## config.mk

```make
export PLATFORM = sky130hd
export DESIGN_NAME = uart_cmd_bridge
export DESIGN_NICKNAME = d
export VERILOG_FILES = /design/src/design/uart_cmd_pkg.sv /design/src/design/uart_rx_link_if.sv /design/src/design/uart_tx_link_if.sv /design/src/design/uart_cmd_bridge.sv /design/src/design/uart_tx.sv /design/src/design/uart_cmd_sequencer.sv /design/src/design/uart_rx.sv
export SDC_FILE = /design/constraint.sdc
export NUM_CORES = 1
export LEC_CHECK = 0
export BUFFER_PORTS_ARGS = -buffer_cell sky130_fd_sc_hd__buf_2
export CAP_MARGIN = 40
export CORE_MARGIN = 1.5
export CORE_UTILIZATION = 54
export DETAILED_ROUTE_END_ITERATION = 16
export GPL_TIMING_DRIVEN = 0
export PLACE_DENSITY = 0.69
export SYNTH_ARGS = -nofsm -noshare
export SYNTH_HDL_FRONTEND = slang
export SYNTH_SLANG_ARGS = --single-unit
```

## constraint.sdc

```tcl
create_clock -name clk -period 2.5 [get_ports clk]
set_input_delay 0.5 -clock clk [delete_from_list [all_inputs] [get_ports clk]]
set_output_delay 0.5 -clock clk [all_outputs]
set_load 0.05 [all_outputs]
```

## src/design/uart_cmd_pkg.sv

```systemverilog
package uart_cmd_pkg;

  // command word and serial frame layout
  localparam int CMD_W      = 16;
  localparam int ADDR_W     = 7;
  localparam int DATA_W     = 8;

  // start + 8 data + parity + stop
  localparam int FRAME_BITS = 11;

  // rw = 1 is a read
  typedef struct packed {
    logic              rw;
    logic [ADDR_W-1:0] addr;
    logic [DATA_W-1:0] data;
  } cmd_t;

  typedef enum logic [2:0] {
    idle,
    send_addr,
    send_data,
    wait_reply,
    receive
  } seq_state_t;

endpackage
```

## src/design/uart_rx_link_if.sv

```systemverilog
`timescale 1ns/1ps

interface uart_rx_link_if;

  logic [uart_cmd_pkg::DATA_W-1:0] data_byte;
  logic                            valid;
  logic                            parity_err;
  logic                            stop_err;
  logic                            start_seen;
  logic                            enable;

  modport rx (
    output data_byte,
    output valid,
    output parity_err,
    output stop_err,
    output start_seen,
    input  enable
  );

  modport seq (
    input  data_byte,
    input  valid,
    input  parity_err,
    input  stop_err,
    input  start_seen,
    output enable
  );

endinterface

```

## src/design/uart_tx_link_if.sv

```systemverilog
`timescale 1ns/1ps

interface uart_tx_link_if;

  logic [uart_cmd_pkg::DATA_W-1:0] data_byte;
  logic                            start;
  logic                            busy;
  logic                            done;

  modport seq (
    output data_byte,
    output start,
    input  busy,
    input  done
  );

  modport tx (
    input  data_byte,
    input  start,
    output busy,
    output done
  );

endinterface

```

## src/design/uart_cmd_bridge.sv

```systemverilog
`timescale 1ns/1ps

module uart_cmd_bridge #(
  parameter int BIT_CLKS           = 434,
  parameter int PARITY_ODD         = 1,
  parameter int REPLY_TIMEOUT_BITS = 16
) (
  input  logic                           clk,
  input  logic                           rst_n,
  input  logic [uart_cmd_pkg::CMD_W-1:0] cmd_in,
  input  logic                           cmd_vld,
  output logic                           cmd_rdy,
  input  logic                           rx,
  output logic                           tx,
  output logic                           read_rdy,
  output logic [uart_cmd_pkg::DATA_W:0]  read_data
);

  uart_tx_link_if tx_link ();
  uart_rx_link_if rx_link ();

  uart_rx #(
    .BIT_CLKS   (BIT_CLKS),
    .PARITY_ODD (PARITY_ODD)
  ) u_rx (
    .clk   (clk),
    .rst_n (rst_n),
    .rx    (rx),
    .link  (rx_link)
  );

  uart_cmd_sequencer #(
    .BIT_CLKS           (BIT_CLKS),
    .REPLY_TIMEOUT_BITS (REPLY_TIMEOUT_BITS)
  ) u_seq (
    .clk       (clk),
    .rst_n     (rst_n),
    .cmd_in    (cmd_in),
    .cmd_vld   (cmd_vld),
    .cmd_rdy   (cmd_rdy),
    .read_rdy  (read_rdy),
    .read_data (read_data),
    .tx_link   (tx_link),
    .rx_link   (rx_link)
  );

  uart_tx #(
    .BIT_CLKS   (BIT_CLKS),
    .PARITY_ODD (PARITY_ODD)
  ) u_tx (
    .clk   (clk),
    .rst_n (rst_n),
    .tx    (tx),
    .link  (tx_link)
  );

endmodule

```

## src/design/uart_tx.sv

```systemverilog
`timescale 1ns/1ps

module uart_tx #(
  parameter int BIT_CLKS   = 434,
  parameter int PARITY_ODD = 1
) (
  input  logic       clk,
  input  logic       rst_n,
  output logic       tx,
  uart_tx_link_if.tx link
);

  localparam int CNT_W = (BIT_CLKS > 1) ? $clog2(BIT_CLKS) : 1;
  localparam int IDX_W = $clog2(uart_cmd_pkg::FRAME_BITS);
  localparam bit ODD   = (PARITY_ODD != 0);

  logic [uart_cmd_pkg::FRAME_BITS-1:0] frame;
  logic [CNT_W-1:0]                    bit_cnt;
  logic [IDX_W-1:0]                    bit_idx;
  logic                                parity;
  logic                                bit_end;
  logic                                last_bit;

  assign parity   = (^link.data_byte) ^ ODD;
  assign bit_end  = (bit_cnt == CNT_W'(BIT_CLKS - 1));
  assign last_bit = (bit_idx == IDX_W'(uart_cmd_pkg::FRAME_BITS - 1));

  // line is the low end of the frame register
  assign tx = frame[0];

  always_ff @(posedge clk or negedge rst_n) begin
    if (!rst_n) begin
      frame     <= '1;
      bit_cnt   <= '0;
      bit_idx   <= '0;
      link.busy <= 1'b0;
      link.done <= 1'b0;
    end else begin
      link.done <= 1'b0;
      if (!link.busy) begin
        if (link.start) begin
          // stop, parity, data, start
          frame     <= {1'b1, parity, link.data_byte, 1'b0};
          bit_cnt   <= '0;
          bit_idx   <= '0;
          link.busy <= 1'b1;
        end
      end else if (bit_end) begin
        // shift in ones so the line idles high afterwards
        frame   <= {1'b1, frame[uart_cmd_pkg::FRAME_BITS-1:1]};
        bit_cnt <= '0;
        bit_idx <= bit_idx + 1'b1;
        if (last_bit) begin
          link.busy <= 1'b0;
          link.done <= 1'b1;
        end
      end else begin
        bit_cnt <= bit_cnt + 1'b1;
      end
    end
  end

endmodule

```

## src/design/uart_cmd_sequencer.sv

```systemverilog
`timescale 1ns/1ps

module uart_cmd_sequencer #(
  parameter int BIT_CLKS           = 434,
  parameter int REPLY_TIMEOUT_BITS = 16
) (
  input  logic                              clk,
  input  logic                              rst_n,
  input  logic [uart_cmd_pkg::CMD_W-1:0]    cmd_in,
  input  logic                              cmd_vld,
  output logic                              cmd_rdy,
  output logic                              read_rdy,
  output logic [uart_cmd_pkg::DATA_W:0]     read_data,
  uart_tx_link_if.seq                       tx_link,
  uart_rx_link_if.seq                       rx_link
);

  localparam int TO_CLKS = REPLY_TIMEOUT_BITS * BIT_CLKS;
  localparam int TO_W    = (TO_CLKS > 1) ? $clog2(TO_CLKS) : 1;

  uart_cmd_pkg::seq_state_t        state;
  uart_cmd_pkg::cmd_t              cmd_new;
  uart_cmd_pkg::cmd_t              cmd_q;
  logic [uart_cmd_pkg::DATA_W-1:0] byte_q;
  logic                            start_q;
  logic [TO_W-1:0]                 wait_cnt;
  logic                            accept;
  logic                            timed_out;
  logic                            got_reply;
  logic                            reply_err;

  assign cmd_new = cmd_in;
  assign accept  = cmd_vld && cmd_rdy;

  assign timed_out = (state == uart_cmd_pkg::wait_reply) && !rx_link.start_seen &&
                     (wait_cnt == TO_W'(TO_CLKS - 1));
  assign got_reply = (state == uart_cmd_pkg::receive) && rx_link.valid;
  assign reply_err = timed_out || rx_link.parity_err || rx_link.stop_err;

  assign tx_link.data_byte = byte_q;
  assign tx_link.start     = start_q;

  // receiver only hunts for a start bit while a reply is due
  assign rx_link.enable = (state == uart_cmd_pkg::wait_reply);

  always_ff @(posedge clk or negedge rst_n) begin
    if (!rst_n) begin
      state    <= uart_cmd_pkg::idle;
      cmd_rdy  <= 1'b1;
      read_rdy <= 1'b0;
      start_q  <= 1'b0;
      wait_cnt <= '0;
    end else begin
      read_rdy <= 1'b0;
      // start holds until the transmitter takes it
      if (start_q && !tx_link.busy) begin
        start_q <= 1'b0;
      end
      case (state)
        uart_cmd_pkg::idle: begin
          if (accept) begin
            cmd_rdy <= 1'b0;
            start_q <= 1'b1;
            state   <= uart_cmd_pkg::send_addr;
          end
        end
        uart_cmd_pkg::send_addr: begin
          if (tx_link.done) begin
            if (cmd_q.rw) begin
              wait_cnt <= '0;
              state    <= uart_cmd_pkg::wait_reply;
            end else begin
              start_q <= 1'b1;
              state   <= uart_cmd_pkg::send_data;
            end
          end
        end
        uart_cmd_pkg::send_data: begin
          if (tx_link.done) begin
            cmd_rdy <= 1'b1;
            state   <= uart_cmd_pkg::idle;
          end
        end
        uart_cmd_pkg::wait_reply: begin
          if (rx_link.start_seen) begin
            state <= uart_cmd_pkg::receive;
          end else if (timed_out) begin
            read_rdy <= 1'b1;
            cmd_rdy  <= 1'b1;
            state    <= uart_cmd_pkg::idle;
          end else begin
            wait_cnt <= wait_cnt + 1'b1;
          end
        end
        uart_cmd_pkg::receive: begin
          if (got_reply) begin
            read_rdy <= 1'b1;
            cmd_rdy  <= 1'b1;
            state    <= uart_cmd_pkg::idle;
          end
        end
        default: state <= uart_cmd_pkg::idle;
      endcase
    end
  end

  // command, outgoing byte and read result
  always_ff @(posedge clk) begin
    if (accept) begin
      cmd_q  <= cmd_new;
      byte_q <= {cmd_new.rw, cmd_new.addr};
    end else if (state == uart_cmd_pkg::send_addr && tx_link.done && !cmd_q.rw) begin
      byte_q <= cmd_q.data;
    end
    if (timed_out || got_reply) begin
      read_data <= {reply_err, timed_out ? {uart_cmd_pkg::DATA_W{1'b0}} : rx_link.data_byte};
    end
  end

endmodule

```

## src/design/uart_rx.sv

```systemverilog
`timescale 1ns/1ps

module uart_rx #(
  parameter int BIT_CLKS   = 434,
  parameter int PARITY_ODD = 1
) (
  input  logic       clk,
  input  logic       rst_n,
  input  logic       rx,
  uart_rx_link_if.rx link
);

  localparam int  CNT_W = (BIT_CLKS > 1) ? $clog2(BIT_CLKS) : 1;
  localparam int  IDX_W = $clog2(uart_cmd_pkg::FRAME_BITS);
  localparam int  HALF  = BIT_CLKS / 2;
  localparam bit  ODD   = (PARITY_ODD != 0);

  logic [2:0]                        rx_sync;
  logic                              rx_s;
  logic                              rx_prev;
  logic                              fall;
  logic                              active;
  logic [CNT_W-1:0]                  bit_cnt;
  logic [IDX_W-1:0]                  bit_idx;
  logic [uart_cmd_pkg::DATA_W-1:0]   shreg;
  logic                              par_bit;
  logic                              half_end;
  logic                              bit_end;

  assign rx_s     = rx_sync[2];
  assign fall     = rx_prev && !rx_s;
  assign half_end = (bit_cnt == CNT_W'(HALF - 1));
  assign bit_end  = (bit_cnt == CNT_W'(BIT_CLKS - 1));

  assign link.data_byte = shreg;

  // line idles high, so sync chain resets to ones
  always_ff @(posedge clk or negedge rst_n) begin
    if (!rst_n) begin
      rx_sync <= 3'b111;
      rx_prev <= 1'b1;
    end else begin
      rx_sync <= {rx_sync[1:0], rx};
      rx_prev <= rx_s;
    end
  end

  // bit_idx 0 is the start check, 1..8 data, 9 parity, 10 stop
  always_ff @(posedge clk or negedge rst_n) begin
    if (!rst_n) begin
      active          <= 1'b0;
      bit_cnt         <= '0;
      bit_idx         <= '0;
      link.start_seen <= 1'b0;
      link.valid      <= 1'b0;
      link.parity_err <= 1'b0;
      link.stop_err   <= 1'b0;
    end else begin
      link.start_seen <= 1'b0;
      link.valid      <= 1'b0;
      if (!active) begin
        bit_cnt <= '0;
        bit_idx <= '0;
        if (link.enable && fall) begin
          active <= 1'b1;
        end
      end else if (bit_idx == '0) begin
        if (half_end) begin
          bit_cnt <= '0;
          if (!rx_s) begin
            bit_idx         <= IDX_W'(1);
            link.start_seen <= 1'b1;
          end else begin
            // glitch so back to hunting
            active <= 1'b0;
          end
        end else begin
          bit_cnt <= bit_cnt + 1'b1;
        end
      end else if (bit_end) begin
        bit_cnt <= '0;
        bit_idx <= bit_idx + 1'b1;
        if (bit_idx == IDX_W'(uart_cmd_pkg::FRAME_BITS - 1)) begin
          active          <= 1'b0;
          link.valid      <= 1'b1;
          link.stop_err   <= !rx_s;
          link.parity_err <= ((^shreg) ^ ODD) != par_bit;
        end
      end else begin
        bit_cnt <= bit_cnt + 1'b1;
      end
    end
  end

  // mid-bit samples with data arriving lsb first
  always_ff @(posedge clk) begin
    if (active && bit_end && bit_idx != '0) begin
      if (bit_idx <= IDX_W'(uart_cmd_pkg::DATA_W)) begin
        shreg <= {rx_s, shreg[uart_cmd_pkg::DATA_W-1:1]};
      end else if (bit_idx == IDX_W'(uart_cmd_pkg::DATA_W + 1)) begin
        par_bit <= rx_s;
      end
    end
  end

endmodule

```

# Yosys cells after proc, flatten, opt, wreduce, memory -nomap -nowiden
# Index checks and enable logic that the tools add are counted.
[classes]
reduce_logical = 35
n_bitwise = 4
add_sub_neg = 5
n_mux = 69
eq_ne = 25
shifts = 0
n_mul = 0
n_div = 0
magnitude_cmp = 1
[ops]
columns = ["cell", "n"]
rows = [
  ["$mux W9", 7],
  ["$mux W13", 4],
  ["$mux W1", 34],
  ["$mux W11", 3],
  ["$mux W4", 8],
  ["$pmux W13 S2", 1],
  ["$add A9 B1 Y9 const B", 2],
  ["$eq A9 B9 Y1 const B", 2],
  ["$mux W3", 6],
  ["$mux W8", 2],
  ["$reduce_xor A8 Y1", 2],
  ["$pmux W3 S5", 1],
  ["$add A13 B1 Y13 const B", 1],
  ["$eq A13 B13 Y1 const B", 1],
  ["$eq A4 B4 Y1 const B", 3],
  ["$ne A2 B1 Y1 const B", 6],
  ["$logic_and A1 B1 Y1", 11],
  ["$reduce_and A5 Y1", 2],
  ["$eq A9 B8 Y1 const B", 1],
  ["$ne A3 B3 Y1 const B", 3],
  ["$add A4 B1 Y4 const B", 2],
  ["$reduce_bool A4 Y1", 2],
  ["$eq A3 B2 Y1 const B", 2],
  ["$ne A2 B2 Y1 const B", 3],
  ["17 further kinds", 30],
]
[word_totals]
memories = 0
rom_bits = 0
reg_bits = 102
elab_cells = 165
latch_bits = 0
output_inout_bits = 12
mem_bits_rw = 0
input_bits = 20

# Longest topological paths before layout
[logic_depth]
ltp_word = 6
mapped_depth = 8

# Modules after synthesis
# From an unflattened synthesis, not the netlist that was laid out.
[unflattened]
cells_unflattened = 422
area_unflattened_um2 = 4838.4
[by_module_without_submodules]
columns = ["mod", "area_each_um2", "cells_each", "instances"]
rows = [
  ["uart_cmd_sequencer", 2053.2, 175, 1],
  ["uart_rx", 1453.9, 118, 1],
  ["uart_tx", 1331.3, 129, 1],
]

# Worst setup path after synthesis
# No wires, ideal clock.
[synth_timing]
path_type = "register to register"
startpoint = "register u_seq.wait_cnt[0]"
endpoint = "register u_seq.read_data[0] (netlist bit) (enable)"
period_less_slack_ns = 1.922
setup_slack_ns = 0.578
t_arrival_ns = 1.591
path_stages_with_launch = 6
t_required_ns = 2.169
cell_sequence = "dfrtp_1 > ha_1 > nand4_4 > nor4_4 > buf_6 > a21o_1"
[synth_via]
elab_chain_cells = 3
[synth_rtl]
columns = ["element", "line", "source"]
rows = [
  ["start: declaration", "uart_cmd_sequencer.sv:26", "logic [TO_W-1:0] wait_cnt;"],
  ["start signal: assignment", "uart_cmd_sequencer.sv:92", "wait_cnt <= wait_cnt + 1'b1;"],
  ["$eq A13 B13 Y1", "uart_cmd_sequencer.sv:36", "(wait_cnt == TO_W'(TO_CLKS - 1));"],
  ["$logic_and A1 B1 Y1", "uart_cmd_sequencer.sv:35", "assign timed_out = (state == uart_cmd_pkg::wait_reply) && !rx_link.start_seen &&"],
  ["$logic_or A1 B1 Y1", "uart_cmd_sequencer.sv:115", "if (timed_out || got_reply) begin"],
  ["end signal: assignment", "uart_cmd_sequencer.sv:116", "read_data <= {reply_err, timed_out ? {uart_cmd_pkg::DATA_W{1'b0}} : rx_link.data_byte};"],
  ["end: declaration", "uart_cmd_sequencer.sv:13", "output logic [uart_cmd_pkg::DATA_W:0] read_data,"],
]
# Every way passes these cells.
# A chain may end at the register's enable or synchronous reset.

# Final worst setup path
# Same ends and word-level chain as after synthesis.

==> parameters.txt <==
Parameter                              Value

Layout
  Final core occ ... 61.66%
  Final net count ... 497
  Number of diodes ... 0
  Cell area after layout ... 0.005404 mm^2
  Number of filler cells placed in the layout ... 700
  Proportion of layout cells with a drive suffix above 1 ... 21.70%
  Area delta synth->final ... 10.49%

Setup path
  Start-to-end type of the worst setup path ... register to register
  Cell at the slowest stage of the critical path ... sky130_fd_sc_hd__nor4_4
  Kind of cell with the highest combined delay on the critical path ... simple AND/OR/NAND/NOR gates
  Length in cells of the worst reg-to-reg path ... 5
  FF-to-FF End ... u_seq.read_data[0]
  Worst R2R Start ... u_seq.wait_cnt[0]
  Ordered cell list for the critical path ... ha_1 > nand4_4 > nor4_4 > buf_6 > a21o_1
  CP max FO ... 10
  Critical Path End Type ... register
  Number of buffer and inverter instances along the worst setup path ... 1
  CP required ... 2.53 ns
  Nature of the critical path startpoint ... register
  Internal reg-to-reg setup slack ... 0.23 ns
  Delay contributed by the slowest stage of the critical path ... 0.52 ns
  Data arrival time of the critical path ... 2.30 ns

Floorplan
  Horizontal extent of the die ... 98.17 um
  Standard-cell rows ... 34
  Core box area ... 0.008763 mm^2
  Number of top-level pins ... 32
  Die Footprint ... 0.009637 mm^2
  Initial cell density of the core ... 55.81%
  Die outline height ... 98.17 um

CTS
  Clock latency reported for the late side of the worst-skew pair ... 0.36 ns
  Sinks on Clock Net ... 101
  Maximum clock path buffer count ... 2
  CTS Root Cell ... sky130_fd_sc_hd__clkbuf_8
  Clk pin slew, worst setup/hold paths ... 0.11 ns
  CTS buffer count ... 9
  Hold_buf cts ... 0
  CTS-repair resized insts ... 0
  Clock tree from TritonCTS ... yes
  Buffers inserted during post-CTS setup optimization ... 0
  Maximum level of the CTS H-tree ... 3

Timing
  Slew at the pin with the worst max-slew slack ... 0.5251 ns
  Worst rel slew slack ... 64.09%
  Number of slew-limit violations in the final report ... 0
  Crit path time final ... 2.270 ns
  Setup slack after layout ... 0.2300 ns
  Final Hold Violating Endpoints ... 0
  Worst clock skew ... 0.01370 ns
  Max Freq ... 440.5 MHz
  Number of setup violations in the final report ... 0
  Setup repair after global routing missed its margin ... false
  Setup Total Neg Slack ... 0 ns
  Period Utilization, post-route ... 90.80%

Synthesis
  Yosys warns ... 0
  Netlist area before placement ... 0.004891 mm^2
  Post-Syn Nets ... 454
  Yosys reg bits ... 101
  Number of flops mapped to enable cells by yosys ... 35
  Prevailing post-synth register cell ... sky130_fd_sc_hd__dfrtp_1
  Count of cell types in the netlist ... 68
  Synth async-reset ratio ... 65.35%
  Sequential element share of the synthesized area ... 55.64%
  Top cell type by total area after synthesis ... sky130_fd_sc_hd__dfrtp_1
  Syn Inst Count ... 422
  Cell with the most instances after synthesis ... sky130_fd_sc_hd__dfrtp_1
  Portion of synthesized cell area occupied by the leading cell type ... 26.09%
  Mapped Avg Cell Area ... 11.59 um^2
  Cells taking the most area after synthesis ... sky130_fd_sc_hd__dfrtp_1 26%, sky130_fd_sc_hd__edfxtp_1 21%, sky130_fd_sc_hd__dfstp_2 8.1%
  Top cells by instance count after synthesis ... 51 x sky130_fd_sc_hd__dfrtp_1, 35 x sky130_fd_sc_hd__edfxtp_1, 35 x sky130_fd_sc_hd__nand2_1, 31 x sky130_fd_sc_hd__nor2_1, 28 x sky130_fd_sc_hd__o21ai_0

Global routing
  First-pass GRT wire length ... 14.61 mm
  Global route total overflow ... 0
  Total track usage ... 18.89%
  Number of antenna violations at the first check in global routing ... 0
  Maximum number of pins on one net before global-route repair ... 67
  Via count of the first global-routing pass ... 3156

Routing
  Routed length per instance ... 14.64 um
  Pre-Repair DR Iteration Count ... 4
  Aggregate routed wire length ... 8.461 mm
  Iteration-0 DRC count of the detailed router ... 178
  DR vias ... 3234
  Residual antenna-violating net count after detailed routing ... 0
  Detail-routed via count per cell ... 5.595
  DRC ... 0

Hold path
  Hold Crit Class ... input pin to asynchronous set/reset pin

Run
  Total of max-cap violations ... 0

Place
  Global placement routability congestion ... 0.8201
  Post-DP HPWL ... 5.860 mm
  Instance area at placement ... 0.005211 mm^2
  Worst Setup Slack post-DPL ... 0.2139 ns
  Buffers added on ports ... 31

Power
  Pwr dens ... 509.1 mW/mm^2
  Maximum VDD drop ... 0.2970 mV
  Standby leakage power ... 2.282 nW

Outcome
  Status ... finished clean
==> stage by stage <==
stage | hold WS [ns] | instances | total power, mW
after global placement | 0.3459 | 561 | 1.783
final | 0.1236 | 578 | 2.751
after CTS | 0.1246 | 578 | 2.792
after detailed placement | 0.3468 | 562 | 1.790
after global routing | 0.1331 | 578 | 2.849
after floorplan | 0.2044 | 422 | 1.747
==> flip-flops by register name (all words and copies together) (netlist names), 3 cells and up <==
register and flops:
u_rx.bit_cnt 9, u_rx.bit_idx 4, u_rx.link.data_byte 8, u_rx.rx_sync 3, u_seq.cmd_q 9, u_seq.read_data 9, u_seq.state 3, u_seq.tx_link.data_byte 8
u_seq.wait_cnt 13, u_tx.bit_cnt 9, u_tx.bit_idx 4, u_tx.frame 10
==> cells in the final DEF, fill, tap and decap left out, types with 6 or more instances in the layout <==
| cell | n |
|---|---|
| sky130_fd_sc_hd__a21oi_1 | 11 |
| sky130_fd_sc_hd__a31oi_1 | 12 |
| sky130_fd_sc_hd__and3_1 | 8 |
| sky130_fd_sc_hd__buf_2 | 37 |
| sky130_fd_sc_hd__clkbuf_8 | 9 |
| sky130_fd_sc_hd__dfrtp_1 | 51 |
| sky130_fd_sc_hd__dfstp_2 | 15 |
| sky130_fd_sc_hd__edfxtp_1 | 35 |
| sky130_fd_sc_hd__ha_1 | 12 |
| sky130_fd_sc_hd__inv_1 | 16 |
| sky130_fd_sc_hd__mux2_2 | 10 |
| sky130_fd_sc_hd__mux2i_1 | 9 |
| sky130_fd_sc_hd__nand2_1 | 35 |
| sky130_fd_sc_hd__nand3_1 | 21 |
| sky130_fd_sc_hd__nand4_1 | 6 |
| sky130_fd_sc_hd__nor2_1 | 31 |
| sky130_fd_sc_hd__nor2b_1 | 11 |
| sky130_fd_sc_hd__o21ai_0 | 28 |
| sky130_fd_sc_hd__xnor2_1 | 15 |
| sky130_fd_sc_hd__xor2_1 | 10 |
==> final cells by class <==
cell class	instances	area [um^2]	share of cell area [%]
clock inverters	7	68.82	1.273
well taps	108	135.1	2.501
multi-input cells	290	2024	37.46
flip-flops and latches	101	2721	50.36
repair buffers	32	185.2	3.427
plain buffers	15	85.08	1.574
inverters	16	60.06	1.111
clock buffers	9	123.9	2.292
==> power by group <==
part | total (mW) | switching, mW | leakage (nW) | internal [mW]
sequential | 1.71 | 0.00144 | 1.16 | 1.71
clock | 0.997 | 0.609 | 0.0964 | 0.388
combinational | 0.0411 | 0.0255 | 1.03 | 0.0155
total | 2.75 | 0.636 | 2.28 | 2.11
==> cells by family (layout without fill, tap and decap cells) <==
family          count (synthesis)  count (layout)  synth area share, %
mux                            19              19                4.144
compound gates                 82              82                10.95
buf+inv                        31              79                2.967
flops                         101             101                55.64
xor+xnor                       26              26                4.937
simple gates                  151             151                18.29
fa+ha+maj                      12              12                3.070
==> worst max path at each step <==
stage | startpoint | to | depth (start not counted) | slack (ns)
6_report | u_seq.wait_cnt[0] | u_seq.read_data[0] | 5 | 0.23
5_1_grt | u_seq.wait_cnt[0] | u_seq.read_data[1] | 5 | 0.03
4_1_cts | u_seq.wait_cnt[0] | u_seq.read_data[0] | 5 | 0.20
3_5_place_dp | u_seq.wait_cnt[0] | u_seq.read_data[2] | 5 | 0.21
3_3_place_gp | u_seq.wait_cnt[0] | u_seq.read_data[2] | 5 | 0.24
2_1_floorplan | u_seq.wait_cnt[0] | u_seq.read_data[0] | 5 | 0.58
==> routing by layer <==
layer / wire length (um) / GRT usage (%) / share of wire [%]
met1: 4128 / 25.85 / 49
met2: 3946 / 30.34 / 47
met3: 320 / 4.796 / 3.8
met4: 66 / 4.984 / 0.78
met5: 0 / 0 / 0
(Power assumes the default switching activity.)
